[src/logic/macplus_pkg.sv]
//----------------------------------------------------------------------
// shared widths, memory map and decode constants of the glue logic
// import into a module body, or use scoped names in port lists
//----------------------------------------------------------------------

package macplus_pkg;

	//----------------------------------------------------------------------
	// vector types
	//----------------------------------------------------------------------

	// cpu and memory data word
	typedef logic [15:0] word_t;
	// byte address from the host download channel
	typedef logic [23:0] ioctl_addr_t;
	// word address, byte address bits 21..1
	typedef logic [21:1] word_addr_t;
	// 68000 byte address
	typedef logic [23:0] cpu_addr_t;
	// word address on the sdram port
	typedef logic [24:0] sdram_addr_t;
	// download slot selected by the host menu
	typedef logic [4:0]  img_index_t;
	// one bit per floppy drive, bit 0 is the internal drive
	typedef logic [1:0]  drive_pair_t;
	// cpu model select from the menu
	typedef logic [1:0]  cpu_sel_t;
	// 68000 function code
	typedef logic [2:0]  fc_t;

	//----------------------------------------------------------------------
	// download indices
	//----------------------------------------------------------------------

	localparam img_index_t IDX_ROM     = 5'd0;
	localparam img_index_t IDX_DSK_INT = 5'd1;
	localparam img_index_t IDX_DSK_EXT = 5'd2;

	// final word count of a complete floppy image
	// 819200 bytes double sided, 409600 bytes single sided
	localparam logic [22:0] DSK_DS_WORDS = 23'd409600;
	localparam logic [22:0] DSK_SS_WORDS = 23'd204800;

	//----------------------------------------------------------------------
	// memory map
	//----------------------------------------------------------------------

	// disk images sit above the os rom, at 512k and 1M words
	localparam word_addr_t DSK_INT_BASE = 21'h080000;
	localparam word_addr_t DSK_EXT_BASE = 21'h100000;

	// bank bits placed on top of a download word address
	localparam logic [3:0] DOWNLOAD_BANK = 4'b0001;

	// address bits 23..21 of the autovectored i/o area
	localparam logic [2:0] IO_REGION = 3'b111;

	// function code of an interrupt acknowledge cycle
	localparam fc_t FC_INT_ACK = 3'b111;

	// default system reset hold, counted in 8 MHz strobes
	localparam logic [15:0] RESET_HOLD = 16'd65535;

endpackage

[src/logic/disk_image_detect.sv]
//----------------------------------------------------------------------
// floppy image detection, flags per drive set when a download ends
// and cleared again when the system ejects the disk
//----------------------------------------------------------------------

module disk_image_detect (
	input  logic                     clk32,
	input  logic                     rst_n,
	input  logic                     dio_download,
	input  macplus_pkg::img_index_t  dio_index,
	input  macplus_pkg::ioctl_addr_t dio_addr,
	input  macplus_pkg::drive_pair_t disk_eject,
	output macplus_pkg::drive_pair_t disk_inserted,
	output macplus_pkg::drive_pair_t disk_sides
);
	import macplus_pkg::*;

	// previous download level, for the falling edge
	logic        dio_download_d;
	// end of a download, host has dropped the level
	logic        download_end;
	// download index matches drive 0 or drive 1
	drive_pair_t drive_match;
	// final address in words, addr counts bytes
	logic [22:0] image_words;
	// image size flags per drive
	drive_pair_t image_ds;
	drive_pair_t image_ss;

	assign download_end = dio_download_d & ~dio_download;
	assign drive_match  = {dio_index == IDX_DSK_EXT, dio_index == IDX_DSK_INT};
	assign image_words  = dio_addr[23:1];

	//----------------------------------------------------------------------
	// edge detect on the download level
	//----------------------------------------------------------------------
	always_ff @(posedge clk32 or negedge rst_n) begin
		if (!rst_n) begin
			dio_download_d <= 1'b0;
		end else begin
			dio_download_d <= dio_download;
		end
	end

	//----------------------------------------------------------------------
	// size latch, eject has priority
	//----------------------------------------------------------------------
	always_ff @(posedge clk32 or negedge rst_n) begin
		if (!rst_n) begin
			image_ds <= '0;
			image_ss <= '0;
		end else begin
			for (int d = 0; d < 2; d++) begin
				if (disk_eject[d]) begin
					image_ds[d] <= 1'b0;
					image_ss[d] <= 1'b0;
				end else if (download_end && drive_match[d]) begin
					// unknown sizes clear both flags
					image_ds[d] <= (image_words == DSK_DS_WORDS);
					image_ss[d] <= (image_words == DSK_SS_WORDS);
				end
			end
		end
	end

	// any known image counts as inserted
	assign disk_inserted = image_ds | image_ss;
	assign disk_sides    = image_ds;

endmodule

[src/logic/download_pacer.sv]
//----------------------------------------------------------------------
// paces host download bytes into the download memory slot
// ioctl_wait stalls the host until the byte has been written
//----------------------------------------------------------------------

module download_pacer (
	input  logic clk32,
	input  logic rst_n,
	input  logic dio_wr,
	input  logic dio_slot,
	output logic ioctl_wait,
	output logic dio_write
);

	// slot level one cycle back
	logic dio_slot_d;
	// slot has just closed
	logic slot_end;

	assign slot_end = dio_slot_d & ~dio_slot;

	//----------------------------------------------------------------------
	// wait and write pulse
	//----------------------------------------------------------------------
	always_ff @(posedge clk32 or negedge rst_n) begin
		if (!rst_n) begin
			dio_slot_d <= 1'b0;
			ioctl_wait <= 1'b0;
			dio_write  <= 1'b0;
		end else begin
			dio_slot_d <= dio_slot;

			// new byte from the host, hold it off
			if (dio_wr) begin
				ioctl_wait <= 1'b1;
			end

			// write request only changes between slots,
			// so it stays stable for a whole slot
			if (!dio_slot) begin
				dio_write <= ioctl_wait;
			end

			// slot closed with a write in it, byte is in memory
			// release wins over a new byte on the same edge
			if (slot_end && dio_write) begin
				ioctl_wait <= 1'b0;
			end
		end
	end

endmodule

[src/logic/reset_stretcher.sv]
//----------------------------------------------------------------------
// system reset, any source reloads a hold counter on the 8 MHz strobe
// and the system leaves reset once the counter has run down to zero
//----------------------------------------------------------------------

module reset_stretcher #(
	parameter logic [15:0] hold_cycles = macplus_pkg::RESET_HOLD
) (
	input  logic                  clk32,
	input  logic                  rst_n,
	input  logic                  clk8_en_p,
	input  logic                  pll_locked,
	input  logic                  status_reset,
	input  logic                  reset_button,
	input  logic                  dio_download,
	input  macplus_pkg::img_index_t dio_index,
	input  logic                  mem_4mb,
	input  macplus_pkg::cpu_sel_t cpu_sel,
	input  logic                  cpu_reset_out_n,
	output logic                  system_reset_n
);
	import macplus_pkg::*;

	logic [15:0] rst_cnt;
	// configuration seen on the last strobe
	logic        last_mem_4mb;
	cpu_sel_t    last_cpu_sel;
	// os rom is being replaced
	logic        rom_download;
	logic        reset_req;

	assign rom_download = dio_download && (dio_index == IDX_ROM);

	// memory size or cpu change needs a cold start
	assign reset_req = !pll_locked || status_reset || reset_button || rom_download ||
		(last_mem_4mb != mem_4mb) || (last_cpu_sel != cpu_sel) || !cpu_reset_out_n;

	always_ff @(posedge clk32 or negedge rst_n) begin
		if (!rst_n) begin
			// power up starts with a full hold
			rst_cnt      <= hold_cycles;
			last_mem_4mb <= 1'b0;
			last_cpu_sel <= '0;
		end else if (clk8_en_p) begin
			last_mem_4mb <= mem_4mb;
			last_cpu_sel <= cpu_sel;
			if (reset_req) begin
				rst_cnt <= hold_cycles;
			end else if (rst_cnt != '0) begin
				rst_cnt <= rst_cnt - 16'd1;
			end
		end
	end

	assign system_reset_n = (rst_cnt == '0);

endmodule

[src/logic/cpu_bus_ack.sv]
//----------------------------------------------------------------------
// 68000 bus acknowledge, DTACK for memory and VPA for autovectors
// turbo mode holds DTACK until the bus slot has come round
//----------------------------------------------------------------------

module cpu_bus_ack (
	input  logic                   clk32,
	input  logic                   cpu_reset_n,
	input  logic                   cpu_as_n,
	input  macplus_pkg::fc_t       cpu_fc,
	input  macplus_pkg::cpu_addr_t cpu_addr,
	input  logic                   cpu_slot,
	input  logic                   select_ram,
	input  logic                   select_rom,
	input  logic                   turbo,
	output logic                   cpu_dtack_n,
	output logic                   cpu_vpa_n
);
	import macplus_pkg::*;

	// strobe asserted
	logic as_active;
	// top of the map, vpa area
	logic in_io_region;
	logic int_ack;
	// cpu slot one cycle back, for the rising edge
	logic cpu_slot_d;
	logic slot_rise;
	// turbo dtack gate
	logic turbo_en;
	logic turbo_set;

	assign as_active    = ~cpu_as_n;
	assign in_io_region = (cpu_addr[23:21] == IO_REGION);
	assign int_ack      = (cpu_fc == FC_INT_ACK);
	assign slot_rise    = cpu_slot & ~cpu_slot_d;

	// open the gate at the start of a cpu slot, or at once when
	// the access goes to a peripheral and not to memory
	assign turbo_set = as_active & (slot_rise | (~select_ram & ~select_rom));

	//----------------------------------------------------------------------
	// turbo gate register
	//----------------------------------------------------------------------
	always_ff @(posedge clk32) begin
		cpu_slot_d <= cpu_slot;
		if (!cpu_reset_n || cpu_as_n) begin
			// cycle over or cpu in reset
			turbo_en <= 1'b0;
		end else if (turbo_set) begin
			turbo_en <= 1'b1;
		end
	end

	//----------------------------------------------------------------------
	// acknowledge outputs
	//----------------------------------------------------------------------

	// interrupt acks are always autovectored
	assign cpu_vpa_n = ~(int_ack | (as_active & in_io_region));

	// memory cycles, throttled by the gate in turbo mode
	assign cpu_dtack_n = ~(as_active & ~in_io_region) | (turbo & ~turbo_en);

endmodule

[src/logic/memory_port_mux.sv]
//----------------------------------------------------------------------
// sdram port multiplexer between host downloads and cpu accesses
// also splits byte wide disk image data out of the read word
//----------------------------------------------------------------------

module memory_port_mux (
	input  logic                      dio_download,
	input  logic                      dio_slot,
	input  macplus_pkg::img_index_t   dio_index,
	input  macplus_pkg::ioctl_addr_t  dio_addr,
	input  logic [7:0]                dio_data,
	input  logic                      dio_write,
	input  macplus_pkg::word_addr_t   mem_word_addr,
	input  logic                      mem_addr_lsb,
	input  logic                      rom_oe_n,
	input  logic                      ram_oe_n,
	input  logic                      ram_we_n,
	input  logic                      uds_n,
	input  logic                      lds_n,
	input  macplus_pkg::word_t        cpu_wdata,
	input  macplus_pkg::drive_pair_t  disk_read_ack,
	input  macplus_pkg::word_t        mem_dout,
	output macplus_pkg::sdram_addr_t  mem_addr,
	output macplus_pkg::word_t        mem_din,
	output logic [1:0]                mem_ds,
	output logic                      mem_we,
	output logic                      mem_oe,
	output macplus_pkg::word_t        cpu_rdata
);
	import macplus_pkg::*;

	// download owns the port during its slot
	logic       download_cycle;
	// base of the image selected by the index
	word_addr_t dio_base;
	word_addr_t dio_word_addr;
	// disk byte copied into both halves
	word_t      disk_byte_word;

	assign download_cycle = dio_download & dio_slot;

	//----------------------------------------------------------------------
	// download address
	//----------------------------------------------------------------------
	always_comb begin
		case (dio_index)
			IDX_ROM:     dio_base = '0;
			IDX_DSK_INT: dio_base = DSK_INT_BASE;
			// all other indices land in the second drive area
			default:     dio_base = DSK_EXT_BASE;
		endcase
	end

	assign dio_word_addr = dio_addr[21:1] + dio_base;

	//----------------------------------------------------------------------
	// port select
	//----------------------------------------------------------------------
	always_comb begin
		if (download_cycle) begin
			mem_addr = {DOWNLOAD_BANK, dio_word_addr};
			mem_din  = {dio_data, dio_data};
			// even byte goes to the upper lane
			mem_ds   = {~dio_addr[0], dio_addr[0]};
			mem_we   = dio_write;
			mem_oe   = 1'b0;
		end else begin
			// rom sits one bank above ram
			mem_addr = {3'b000, ~rom_oe_n, mem_word_addr};
			mem_din  = cpu_wdata;
			mem_ds   = {~uds_n, ~lds_n};
			mem_we   = ~ram_we_n;
			mem_oe   = ~ram_oe_n | ~rom_oe_n;
		end
	end

	//----------------------------------------------------------------------
	// read data
	//----------------------------------------------------------------------

	// disk images are byte wide, pick the half by address bit 0
	assign disk_byte_word = mem_addr_lsb ? {mem_dout[7:0], mem_dout[7:0]} :
		{mem_dout[15:8], mem_dout[15:8]};

	// all ones while downloading keeps the screen black
	assign cpu_rdata = download_cycle ? 16'hffff :
		(|disk_read_ack) ? disk_byte_word : mem_dout;

endmodule

[src/logic/macplus_glue.sv]
//----------------------------------------------------------------------
// glue top of the compact 68000 machine, downloads, floppy detect,
// memory port select, bus acknowledge and system reset
//----------------------------------------------------------------------

module macplus_glue #(
	parameter logic [15:0] hold_cycles = macplus_pkg::RESET_HOLD
) (
	input  logic                     clk32,
	input  logic                     rst_n,
	// host download channel
	input  logic                     dio_download,
	input  macplus_pkg::img_index_t  dio_index,
	input  macplus_pkg::ioctl_addr_t dio_addr,
	input  logic [7:0]               dio_data,
	input  logic                     dio_wr,
	input  logic                     dio_slot,
	output logic                     ioctl_wait,
	// floppy
	input  macplus_pkg::drive_pair_t disk_eject,
	output macplus_pkg::drive_pair_t disk_inserted,
	output macplus_pkg::drive_pair_t disk_sides,
	input  macplus_pkg::drive_pair_t disk_read_ack,
	// reset sources
	input  logic                     clk8_en_p,
	input  logic                     pll_locked,
	input  logic                     status_reset,
	input  logic                     reset_button,
	input  logic                     mem_4mb,
	input  macplus_pkg::cpu_sel_t    cpu_sel,
	input  logic                     cpu_reset_out_n,
	output logic                     system_reset_n,
	// cpu bus
	input  logic                     cpu_reset_n,
	input  logic                     cpu_as_n,
	input  macplus_pkg::fc_t         cpu_fc,
	input  macplus_pkg::cpu_addr_t   cpu_addr,
	input  logic                     cpu_slot,
	input  logic                     select_ram,
	input  logic                     select_rom,
	input  logic                     turbo,
	output logic                     cpu_dtack_n,
	output logic                     cpu_vpa_n,
	// memory port
	input  macplus_pkg::word_addr_t  mem_word_addr,
	input  logic                     mem_addr_lsb,
	input  logic                     rom_oe_n,
	input  logic                     ram_oe_n,
	input  logic                     ram_we_n,
	input  logic                     uds_n,
	input  logic                     lds_n,
	input  macplus_pkg::word_t       cpu_wdata,
	input  macplus_pkg::word_t       mem_dout,
	output macplus_pkg::sdram_addr_t mem_addr,
	output macplus_pkg::word_t       mem_din,
	output logic [1:0]               mem_ds,
	output logic                     mem_we,
	output logic                     mem_oe,
	output macplus_pkg::word_t       cpu_rdata
);

	// paced write strobe into the download slot
	logic dio_write;

	disk_image_detect disk_image_detect_i (.clk32, .rst_n, .dio_download, .dio_index,
		.dio_addr, .disk_eject, .disk_inserted, .disk_sides);

	download_pacer download_pacer_i (.clk32, .rst_n, .dio_wr, .dio_slot, .ioctl_wait,
		.dio_write);

	reset_stretcher #(.hold_cycles(hold_cycles)) reset_stretcher_i (.clk32, .rst_n,
		.clk8_en_p, .pll_locked, .status_reset, .reset_button, .dio_download, .dio_index,
		.mem_4mb, .cpu_sel, .cpu_reset_out_n, .system_reset_n);

	cpu_bus_ack cpu_bus_ack_i (.clk32, .cpu_reset_n, .cpu_as_n, .cpu_fc, .cpu_addr,
		.cpu_slot, .select_ram, .select_rom, .turbo, .cpu_dtack_n, .cpu_vpa_n);

	memory_port_mux memory_port_mux_i (.dio_download, .dio_slot, .dio_index, .dio_addr,
		.dio_data, .dio_write, .mem_word_addr, .mem_addr_lsb, .rom_oe_n, .ram_oe_n,
		.ram_we_n, .uds_n, .lds_n, .cpu_wdata, .disk_read_ack, .mem_dout, .mem_addr,
		.mem_din, .mem_ds, .mem_we, .mem_oe, .cpu_rdata);

endmodule

[config.mk]
export PLATFORM = sky130hd
export DESIGN_NAME = macplus_glue
export DESIGN_NICKNAME = d
export VERILOG_FILES = /design/src/logic/macplus_pkg.sv /design/src/logic/disk_image_detect.sv /design/src/logic/download_pacer.sv /design/src/logic/reset_stretcher.sv /design/src/logic/cpu_bus_ack.sv /design/src/logic/memory_port_mux.sv /design/src/logic/macplus_glue.sv
export SDC_FILE = /design/constraint.sdc
export NUM_CORES = 1
export LEC_CHECK = 0
export CAP_MARGIN = 40
export CORE_AREA = 2 2 83 85
export CTS_CLUSTER_SIZE = 14
export DETAILED_ROUTE_END_ITERATION = 8
export DIE_AREA = 0 0 85 87
export DONT_BUFFER_PORTS = 1
export SLEW_MARGIN = 10
export SYNTH_ARGS = -nofsm -noshare
export SYNTH_HDL_FRONTEND = slang
export SYNTH_HIERARCHICAL = 1
export SYNTH_SLANG_ARGS = --single-unit
export TNS_END_PERCENT = 30
[constraint.sdc]
create_clock -name clk32 -period 2.1 [get_ports clk32]
set_clock_uncertainty 0.2 [all_clocks]
set_input_delay 0.315 -clock clk32 [delete_from_list [all_inputs] [get_ports clk32]]
set_output_delay 0.315 -clock clk32 [all_outputs]
set_load 0.1 [all_outputs]
==> results of run 1 <==
## layer usage
metal	routed length (um)	part of all wire	GRT usage	up-vias
met5	13	0.0013	0	-
met4	153	0.015	0.0534	2
met3	1830	0.18	0.196	22
met2	4280	0.42	0.415	185
met1	3890	0.38	0.314	1379
li1	-	-	-	1418
## final cells by class
type                            count  area, um2  area share
Clock buffer                        7       86.3      0.0215
Sequential cell                    29        736       0.183
Inverter                            8       32.5     0.00809
Timing Repair Buffer               96       1320       0.328
Tap cell                           80        100      0.0249
Clock inverter                      1       30.0     0.00747
Multi-Input combinational cell    308       1720       0.427
## cell families after synthesis
logic type | count (synthesis) | synth area share
AO/OA/AOI/OAI | 53 | 0.148
XOR/XNOR | 5 | 0.0174
adder cells (fa/ha/maj) | 3 | 0.0149
buffers and inverters | 26 | 0.0487
flip-flops | 29 | 0.292
multiplexers | 5 | 0.0233
other | 1 | 0.00149
AND/OR/NAND/NOR | 239 | 0.454
## cell usage after synthesis, types with 4 or more instances
cell type / instances / share of area
sky130_fd_sc_hd__clkbuf_1: 6 / 0.0089
sky130_fd_sc_hd__buf_4: 4 / 0.012
sky130_fd_sc_hd__o21ai_0: 7 / 0.014
sky130_fd_sc_hd__a21oi_1: 6 / 0.012
sky130_fd_sc_hd__o211ai_1: 4 / 0.012
sky130_fd_sc_hd__nor2_1: 17 / 0.025
sky130_fd_sc_hd__o31a_1: 5 / 0.017
sky130_fd_sc_hd__o32ai_1: 4 / 0.014
sky130_fd_sc_hd__a31oi_1: 8 / 0.020
sky130_fd_sc_hd__buf_2: 8 / 0.016
sky130_fd_sc_hd__dfstp_2: 16 / 0.17
sky130_fd_sc_hd__nand3_1: 24 / 0.048
sky130_fd_sc_hd__xnor2_1: 5 / 0.017
sky130_fd_sc_hd__o21ai_1: 4 / 0.0079
sky130_fd_sc_hd__nor4_1: 4 / 0.0099
sky130_fd_sc_hd__inv_1: 8 / 0.012
sky130_fd_sc_hd__nand2_1: 151 / 0.22
sky130_fd_sc_hd__nor3_1: 8 / 0.016
sky130_fd_sc_hd__dfrtp_1: 11 / 0.11
## stage by stage
stage / utilization / power [mW] / setup WS (ps) / hold WS [ps]
3_5_place_dp: 0.574 / 1.96 / -34.9 / -180
5_1_grt: 0.612 / 2.66 / -271 / 21.0
6_report: 0.612 / 2.58 / -227 / 16.6
2_1_floorplan: - / 1.55 / -779 / -181
3_3_place_gp: 0.574 / 1.95 / 22.2 / -180
4_1_cts: 0.611 / 2.60 / -233 / 4.38
## final timing paths
check | to | startpoint | cells after the start
setup / recovery | system_reset_n | reset_stretcher_i/rst_cnt[9]$_DFFE_PN1P_ | 3
hold / removal | reset_stretcher_i/rst_cnt[3]$_DFFE_PN1P_ | clk8_en_p | 2
setup reg to reg | reset_stretcher_i/rst_cnt[3]$_DFFE_PN1P_ | reset_stretcher_i/rst_cnt[9]$_DFFE_PN1P_ | 6
hold reg to reg | reset_stretcher_i/rst_cnt[2]$_DFFE_PN1P_ | reset_stretcher_i/rst_cnt[2]$_DFFE_PN1P_ | 2
max in group asynchronous | reset_stretcher_i/rst_cnt[8]$_DFFE_PN1P_ | rst_n | 2
min in group asynchronous | disk_image_detect_i/disk_sides[0]$_DFFE_PN0P_ | rst_n | 2
## sequential cells by signal, indices dropped and copies added, names as in the netlist
| signal | flops |
|---|---|
| download_pacer_i/dio_slot_d | 1 |
| disk_image_detect_i/dio_download_d | 1 |
| reset_stretcher_i/last_cpu_sel | 2 |
| download_pacer_i/dio_write | 1 |
| disk_image_detect_i/image_ss | 2 |
| download_pacer_i/ioctl_wait | 1 |
| reset_stretcher_i/last_mem_4mb | 1 |
| cpu_bus_ack_i/turbo_en | 1 |
| cpu_bus_ack_i/cpu_slot_d | 1 |
| disk_image_detect_i/disk_sides | 2 |
| reset_stretcher_i/rst_cnt | 16 |
## timing repair
item                                   in CTS  in global routing
hold buffers                               11                  0
setup endpoints to repair                   5                 10
pin swaps                                   0                  0
gates resized for setup                     1                  4
endpoints found under the hold margin      43                  0
## worst register-to-register path: cells and delay by family (launching register included)
family                 cells  cell delay [ps]
AO/OA/AOI/OAI              3              310
buffers and inverters      1              230
flip-flops                 1              370
AND/OR/NAND/NOR            2              920
## where the power goes
part / internal (mW) / leakage, nW / switching [mW]
Sequential: 0.576 / 0.320 / 0.00911
Combinational: 0.402 / 1.43 / 0.997
Clock: 0.386 / 0.0585 / 0.213
Total: 1.36 / 1.81 / 1.22
==> results.json, run 1 <==
{
  "status": "finished with violations",
  "failed_checks": "negative setup slack",
  "fp.dieW_um": 85,
  "cts-root-buf": "sky130_fd_sc_hd__clkbuf_8",
  "synth_async_sr_flop_share": 0.931,
  "critical-path-slowest-cell": "sky130_fd_sc_hd__or4_4",
  "antenna_left": 0,
  "globalplace.congestion": 0.872,
  "flip_flop_and_latch_count_after_synthesis": 29,
  "syn_avg_cell_area_um2": 6.98,
  "grt_antenna_before_repair": 1,
  "crit_fanout": 9,
  "maxCapViolations": 0,
  "worst_ir_drop_vdd_uv": 439,
  "final_max_slew_viol_count": 0,
  "layoutNonFillerInstCount": 529,
  "initial_utilization": 0.384,
  "rsz_0062_raised_after_global_routing": "yes",
  "clkSlewWorstSetupHoldPaths_ps": 60,
  "top_library_cells_by_usage_in_the_layout_fill_and_taps_aside": "sky130_fd_sc_hd__nand2_1, sky130_fd_sc_hd__buf_12, sky130_fd_sc_hd__buf_4",
  "port_buffers": 0,
  "cts_setup_buffers": 0,
  "postPlaceCellArea_um2": 3770,
  "wl_per_cell_um": 19.2,
  "placeableCoreArea_um2": 6570,
  "cp_max_stage_delay_ps": 570,
  "first_pass_iters": 4,
  "regToRegSetupSlack_ps": -20,
  "grt-ovfl-total": 0,
  "timing.critical_path.buf_inv": 1,
  "total_non_filler_cell_area_in_the_finished_layout_um2": 4020,
  "synth.yosys.warnings": 6,
  "gr-usage-all-layers": 0.273,
  "grt_pass1_vias": 2820,
  "netlist_area_um2": 2520,
  "power_per_cell_area_nw_per_um2": 642,
  "die_height_um": 87,
  "p_leak_nw": 1.81,
  "cp_class": "flip-flop to output port",
  "clkLatencyLatePin_ps": 280,
  "setup-tns-final_ps": -254,
  "worst_ep_arrival_time_ps": 1810,
  "timing.final.setup_violations": 3,
  "finish.net_count": 597,
  "min-delay-path-class": "input pin to flip-flop",
  "fmax_ghz": 0.430,
  "wl_mm": 10.2,
  "vias": 3006,
  "yosysUniqueCellTypes": 58,
  "cts_htree_levels": 2,
  "path_cells": "or4_4 -> nor4_4 -> buf_12",
  "worst-endpoint-required_ps": 1580,
  "num_rows": 30,
  "tritoncts_num_sinks": 29,
  "dieArea_um2": 7400,
  "ioPinCount": 215,
  "detail_route.drc_violations": 0,
  "cell_type_group_with_the_largest_total_delay_on_the_critical_path": "simple AND/OR/NAND/NOR gates",
  "count_of_flip_flops_with_a_built_in_enable_after_synthesis": 0,
  "postSynthCellCount": 361,
  "final_min_period_over_clock_period": 1.11,
  "detailed_place_hpwl_mm": 8.63,
  "finalWorstPathRequiredPeriod_ps": 2330,
  "area_delta_synth_final_pct": 59.6,
  "wire_length_of_the_first_global_routing_pass_mm": 15.4,
  "viasPerCell": 5.68,
  "critical_path.startpoint_type": "flip-flop",
  "final_layout_size_suffix_gt1_frac": 0.316,
  "hold_viol_final": 0,
  "seq_area_frac_synth": 0.292,
  "detail_route.iter0.violations": 116,
  "n_fill_cell": 598,
  "crit_path_end_kind": "output port",
  "layout.cells.most_common": "sky130_fd_sc_hd__nand2_1",
  "antennaDiodeCount": 0,
  "timing.final.ws_setup_ps": -227,
  "grt_max_degree": 34,
  "tritoncts": "built",
  "cts_made_buffers": 5,
  "ctsLongestPathBuffers": 2,
  "place_inst": 510,
  "most_used_dff_post_synth": "sky130_fd_sc_hd__dfstp_2"
}
Note: power is estimated with default switching activity, not from simulation.
==> inputs of run 2 (changes only) <==
Settings changed: BUFFER_PORTS_ARGS from default to -buffer_cell sky130_fd_sc_hd__buf_2, CTS_CLUSTER_SIZE 14 to 20, DONT_BUFFER_PORTS 1 to default, PLACE_DENSITY from default to 0.82.
Clock period 2.1 ns to 2.9 ns, I/O delays scaled along.
==> run 2 against run 1 <==
Compared with the run above: the run now ends clean; hold slack improved by 56 ps; count of clock-buffer cells in the layout did not move; non-clock buffer count rose by 99; critical path depth rose by 2; largest cell class unchanged; critical path type unchanged; critical endpoint unchanged; sequential cell count did not move; core utilization rose by 3.2 points; total power fell by 28%; sequential power fell by 27%.
==> results.json, run 2 (synthesis gave the netlist of run 1 again) <==
{
  "status": "finished clean",
  "grt_max_degree": 38,
  "worst_ir_drop_vdd_uv": 281,
  "maxCapViolations": 0,
  "critical-path-slowest-cell": "sky130_fd_sc_hd__buf_2",
  "finalWorstPathRequiredPeriod_ps": 2710,
  "antenna_left": 0,
  "finish.net_count": 696,
  "min-delay-path-class": "input pin to flip-flop",
  "wl_per_cell_um": 14.8,
  "post_cts_hold_buffer_count": 1,
  "global_route.peak_usage_layer": "met2",
  "placeableCoreArea_um2": 6570,
  "path_cells": "inv_1 -> ha_1 -> or3b_4 -> nor4_4 -> buf_2",
  "largest_reg_flops": 16,
  "cp_max_stage_delay_ps": 470,
  "cts_setup_buffers": 0,
  "die_height_um": 87,
  "p_leak_nw": 2.14,
  "cts_htree_levels": 2,
  "timing.final.setup_violations": 0,
  "port_buffers": 190,
  "setup-tns-final_ps": 0,
  "fp.dieW_um": 85,
  "detail_route.iter0.violations": 168,
  "grt_antenna_before_repair": 0,
  "cts_resized": 0,
  "tritoncts": "built",
  "globalplace.congestion": 0.906,
  "num_rows": 30,
  "detailed_place_hpwl_mm": 7.70,
  "fin_total_pwr_mw": 1.85,
  "final_max_slew_viol_count": 0,
  "viasPerCell": 5.30,
  "grt_use_met3": 0.0502,
  "top_register": "reset_stretcher_i/rst_cnt",
  "hold_viol_final": 0,
  "grt-ovfl-total": 0,
  "place_worst_setup_slack_ps": 429,
  "clkSlewWorstSetupHoldPaths_ps": 60,
  "dieArea_um2": 7400,
  "vias": 3330,
  "grt_pass1_vias": 3318,
  "cp_class": "flip-flop to output port",
  "crit_path_end_kind": "output port",
  "cts-root-buf": "sky130_fd_sc_hd__clkbuf_8",
  "grt_use_met2": 0.447,
  "relSlewSlack": 0.526,
  "antennaDiodeCount": 0,
  "wl_mm": 9.28,
  "tritoncts_num_sinks": 29,
  "top_library_cells_by_usage_in_the_layout_fill_and_taps_aside": "sky130_fd_sc_hd__buf_2, sky130_fd_sc_hd__nand2_1, sky130_fd_sc_hd__buf_12",
  "power_per_cell_area_nw_per_um2": 438,
  "area_delta_synth_final_pct": 68.0,
  "groute.layer.met1.usage": 0.278,
  "timing.final.ws_setup_ps": 193,
  "final_min_period_over_clock_period": 0.933,
  "cts_made_buffers": 5,
  "wire_length_of_the_first_global_routing_pass_mm": 14.8,
  "rsz_0062_raised_after_global_routing": "no",
  "initial_utilization": 0.384,
  "crit_fanout": 3,
  "ioPinCount": 215,
  "hold-worst-slack_ps": 72.3,
  "first_pass_iters": 5,
  "final_layout_size_suffix_gt1_frac": 0.440,
  "fmax_ghz": 0.369,
  "cell_type_group_with_the_largest_total_delay_on_the_critical_path": "simple AND/OR/NAND/NOR gates",
  "worst-endpoint-required_ps": 2270,
  "gr-usage-all-layers": 0.246,
  "ctsLongestPathBuffers": 2,
  "worst_ep_arrival_time_ps": 2070,
  "tightest_slew_ps": 708,
  "detail_route.drc_violations": 0,
  "timing.critical_path.buf_inv": 2,
  "clkLatencyLatePin_ps": 280,
  "layout.cells.most_common": "sky130_fd_sc_hd__buf_2",
  "critical_path.startpoint_type": "flip-flop"
}
==> run 2: area by class of cell <==
type                       count  area, um2
timing repair buffer         195       1590
fill                         542       2330
multi-input combinational    308       1680
sequential                    29        736
clock buffer                   7       96.3
inverter                       8       30.0
clock inverter                 1       5.00
tap                           80        100
==> run 2: worst reg2reg max path, cell delays in order, from the launching register on <==
cell                       delay, ps
sky130_fd_sc_hd__dfstp_2         390
sky130_fd_sc_hd__nor4_1          520
sky130_fd_sc_hd__nand3b_1        380
sky130_fd_sc_hd__nor4b_1         420
sky130_fd_sc_hd__a31oi_1         140
sky130_fd_sc_hd__o31a_1          140
==> run 2: per-layer routing <==
metal,part of all wire,vias up
li1,-,1613
met1,0.38,1480
met2,0.50,206
met3,0.087,31
met4,0.038,0
met5,0,-
==> run 2: worst paths after layout <==
kind,cells past startpoint,to,start,slack (ps)
max reg2reg,5,reset_stretcher_i/rst_cnt[15]$_DFFE_PN1P_,reset_stretcher_i/rst_cnt[4]$_DFFE_PN1P_,640
max,5,system_reset_n,reset_stretcher_i/rst_cnt[0]$_DFFE_PN1P_,190
min in group asynchronous,2,disk_image_detect_i/image_ss[0]$_DFFE_PN0P_,rst_n,500
min,1,cpu_bus_ack_i/cpu_slot_d$_DFF_P_,cpu_slot,70
max in group asynchronous,2,download_pacer_i/dio_slot_d$_DFF_PN0_,rst_n,1610
min reg2reg,1,reset_stretcher_i/rst_cnt[0]$_DFFE_PN1P_,reset_stretcher_i/rst_cnt[0]$_DFFE_PN1P_,300
==> run 2: through the flow <==
| stage | utilization | cell area [um2] | instances |
|---|---|---|---|
| after CTS | 0.645 | 4230 | 628 |
| after global placement | 0.628 | 4120 | 619 |
| final | 0.645 | 4230 | 628 |
| after floorplan | - | 2530 | 363 |
| after global routing | 0.645 | 4230 | 628 |
| after detailed placement | 0.628 | 4120 | 619 |
==> run 2: report_power, final <==
group	switching, mW	internal (mW)	leakage [nW]
clock network	0.145	0.214	0.0542
logic	0.758	0.311	1.77
registers	0.00762	0.417	0.320
==> inputs of run 3 (changes only) <==
Settings changed: BUFFER_PORTS_ARGS -buffer_cell sky130_fd_sc_hd__buf_2 to default, DONT_BUFFER_PORTS from default to 1, PLACE_DENSITY 0.82 to default.
==> run 3 against run 2 <==
Compared with the run above: cell count down 19%; total power down 6.8%; highest routed layer is now met5; routed wire length down 0.60%; via count shrank 15%; core utilization shrank 14 points; sequential share of layout area rose by 4.8 points; die area stayed put; hold slack got worse by 5.5 ps; global-route usage fell by 0.85 points; critical path depth is the same; final area fell by 22%.
==> results.json, run 3 (synthesis gave the netlist of run 1 again) <==
{
  "tritoncts": "built",
  "num_rows": 30,
  "gr-usage-all-layers": 0.238,
  "grt_use_met2": 0.399,
  "first_pass_iters": 4,
  "grt_pass1_vias": 2650,
  "dieArea_um2": 7400,
  "power_per_cell_area_nw_per_um2": 520,
  "cp_class": "flip-flop to output port",
  "critical_path.startpoint_type": "flip-flop",
  "maxCapViolations": 0,
  "switch_pwr_uw": 853,
  "place_worst_setup_slack_ps": 543,
  "clkSlewWorstSetupHoldPaths_ps": 60,
  "fin_total_pwr_mw": 1.73,
  "cts_made_buffers": 5,
  "fp.dieW_um": 85,
  "multi_input_area_um2": 1690,
  "regArea_um2": 736,
  "timing.final.ws_setup_ps": 284,
  "final_min_period_over_clock_period": 0.902,
  "crit_path_end_kind": "output port",
  "clock_power_share": 0.251,
  "timing.final.setup_violations": 0,
  "hold_viol_final": 0,
  "detail_route.drc_violations": 0,
  "crit_fanout": 3,
  "largest_reg_flops": 16,
  "ioPinCount": 215,
  "cts-root-buf": "sky130_fd_sc_hd__clkbuf_8",
  "tritoncts_num_sinks": 29,
  "viasPerCell": 5.58,
  "die_height_um": 87,
  "share_comb_of_total_power": 0.502,
  "min-delay-path-class": "input pin to flip-flop",
  "groute.layer.met1.usage": 0.265,
  "globalplace.congestion": 0.905,
  "placeableCoreArea_um2": 6570,
  "relSlewSlack": 0.529,
  "grt_use_met3": 0.148,
  "final_max_slew_viol_count": 0,
  "initial_utilization": 0.384,
  "p_leak_nw": 1.54,
  "port_buffers": 0,
  "seqPwrFrac": 0.247,
  "internal_power_uw": 873,
  "cts_htree_levels": 2,
  "worst_ir_drop_vdd_uv": 302,
  "net_switching_fraction_of_the_power": 0.494,
  "finish.net_count": 575,
  "grt_antenna_before_repair": 3,
  "antenna_left": 0,
  "clkLatencyLatePin_ps": 280,
  "global_route.peak_usage_layer": "met2",
  "finalWorstPathRequiredPeriod_ps": 2620,
  "vias": 2836,
  "wire_length_of_the_first_global_routing_pass_mm": 13.6,
  "grt_max_degree": 59,
  "grt-ovfl-total": 0,
  "worst_ep_arrival_time_ps": 1980,
  "worst-endpoint-required_ps": 2270,
  "hold-worst-slack_ps": 66.8,
  "n_fill_cell": 676,
  "top_library_cells_by_usage_in_the_layout_fill_and_taps_aside": "sky130_fd_sc_hd__nand2_1, sky130_fd_sc_hd__buf_4, sky130_fd_sc_hd__nand3_1",
  "total_non_filler_cell_area_in_the_finished_layout_um2": 3320,
  "wl_per_cell_um": 18.2,
  "wl_mm": 9.22,
  "top_register": "reset_stretcher_i/rst_cnt",
  "layout.cells.most_common": "sky130_fd_sc_hd__nand2_1",
  "postPlaceCellArea_um2": 3140,
  "rsz_0062_raised_after_global_routing": "no",
  "final_layout_size_suffix_gt1_frac": 0.281,
  "status": "finished clean",
  "fmax_ghz": 0.382,
  "area_delta_synth_final_pct": 31.8,
  "detail_route.iter0.violations": 149,
  "ctsLongestPathBuffers": 2,
  "tightest_slew_ps": 704,
  "detailed_place_hpwl_mm": 7.55
}
[run 3: critical path, stage by stage, from the launching register on]
cell,delay (ps)
sky130_fd_sc_hd__dfstp_2,370
sky130_fd_sc_hd__inv_1,80
sky130_fd_sc_hd__ha_1,170
sky130_fd_sc_hd__or3b_4,400
sky130_fd_sc_hd__nor4_4,450
sky130_fd_sc_hd__buf_16,220
[run 3: metal layers]
layer	routed length, um	vias to the layer above	part of all wire
li1	-	1381	-
met2	4230	144	0.46
met3	1380	11	0.15
met1	3540	1294	0.38
met5	41	-	0.0044
met4	23	6	0.0025
[run 3: layout make-up]
| type | instances | share of cell area |
|---|---|---|
| antenna | 1 | 0.000754 |
| clock buffer | 6 | 0.0249 |
| clock inverter | 2 | 0.0113 |
| inverter | 8 | 0.00904 |
| multi-input combinational | 308 | 0.510 |
| sequential | 29 | 0.222 |
| tap | 80 | 0.0301 |
| timing repair buffer | 74 | 0.193 |
[run 3: metrics by stage]
step	std cells	TNS, ps	utilization
floorplan	363	-254	-
CTS	507	0	0.505
global placement	492	0	0.473
finish	508	0	0.506
detailed placement	494	0	0.478
global route	507	0	0.505
[run 3: final timing paths]
check	from	end	slack, ps	depth (start not counted)
setup / recovery	reset_stretcher_i/rst_cnt[1]$_DFFE_PN1P_	system_reset_n	280	5
min in group asynchronous	rst_n	download_pacer_i/dio_write$_DFFE_PN0N_	410	2
hold / removal	clk8_en_p	reset_stretcher_i/rst_cnt[10]$_DFFE_PN1P_	70	2
hold reg to reg	reset_stretcher_i/rst_cnt[0]$_DFFE_PN1P_	reset_stretcher_i/rst_cnt[0]$_DFFE_PN1P_	290	1
max in group asynchronous	rst_n	reset_stretcher_i/rst_cnt[1]$_DFFE_PN1P_	1860	2
setup reg to reg	reset_stretcher_i/rst_cnt[1]$_DFFE_PN1P_	reset_stretcher_i/rst_cnt[5]$_DFFE_PN1P_	570	8
[run 3: timing repair]
item	4_1_cts	5_1_grt
resized for setup	0	0
hold buffers	5	0
setup endpoints to repair	0	0
setup buffers	0	0
endpoints found under the hold margin	30	0
[run 3: power by group through the flow]
stage	sequential (mW)	combinational [mW]	clock, mW
after floorplan	0.443	0.680	0
after global placement	0.444	0.822	0
after detailed placement	0.433	0.853	0
after CTS	0.426	0.869	0.445
after global routing	0.427	0.895	0.459
final	0.426	0.867	0.433
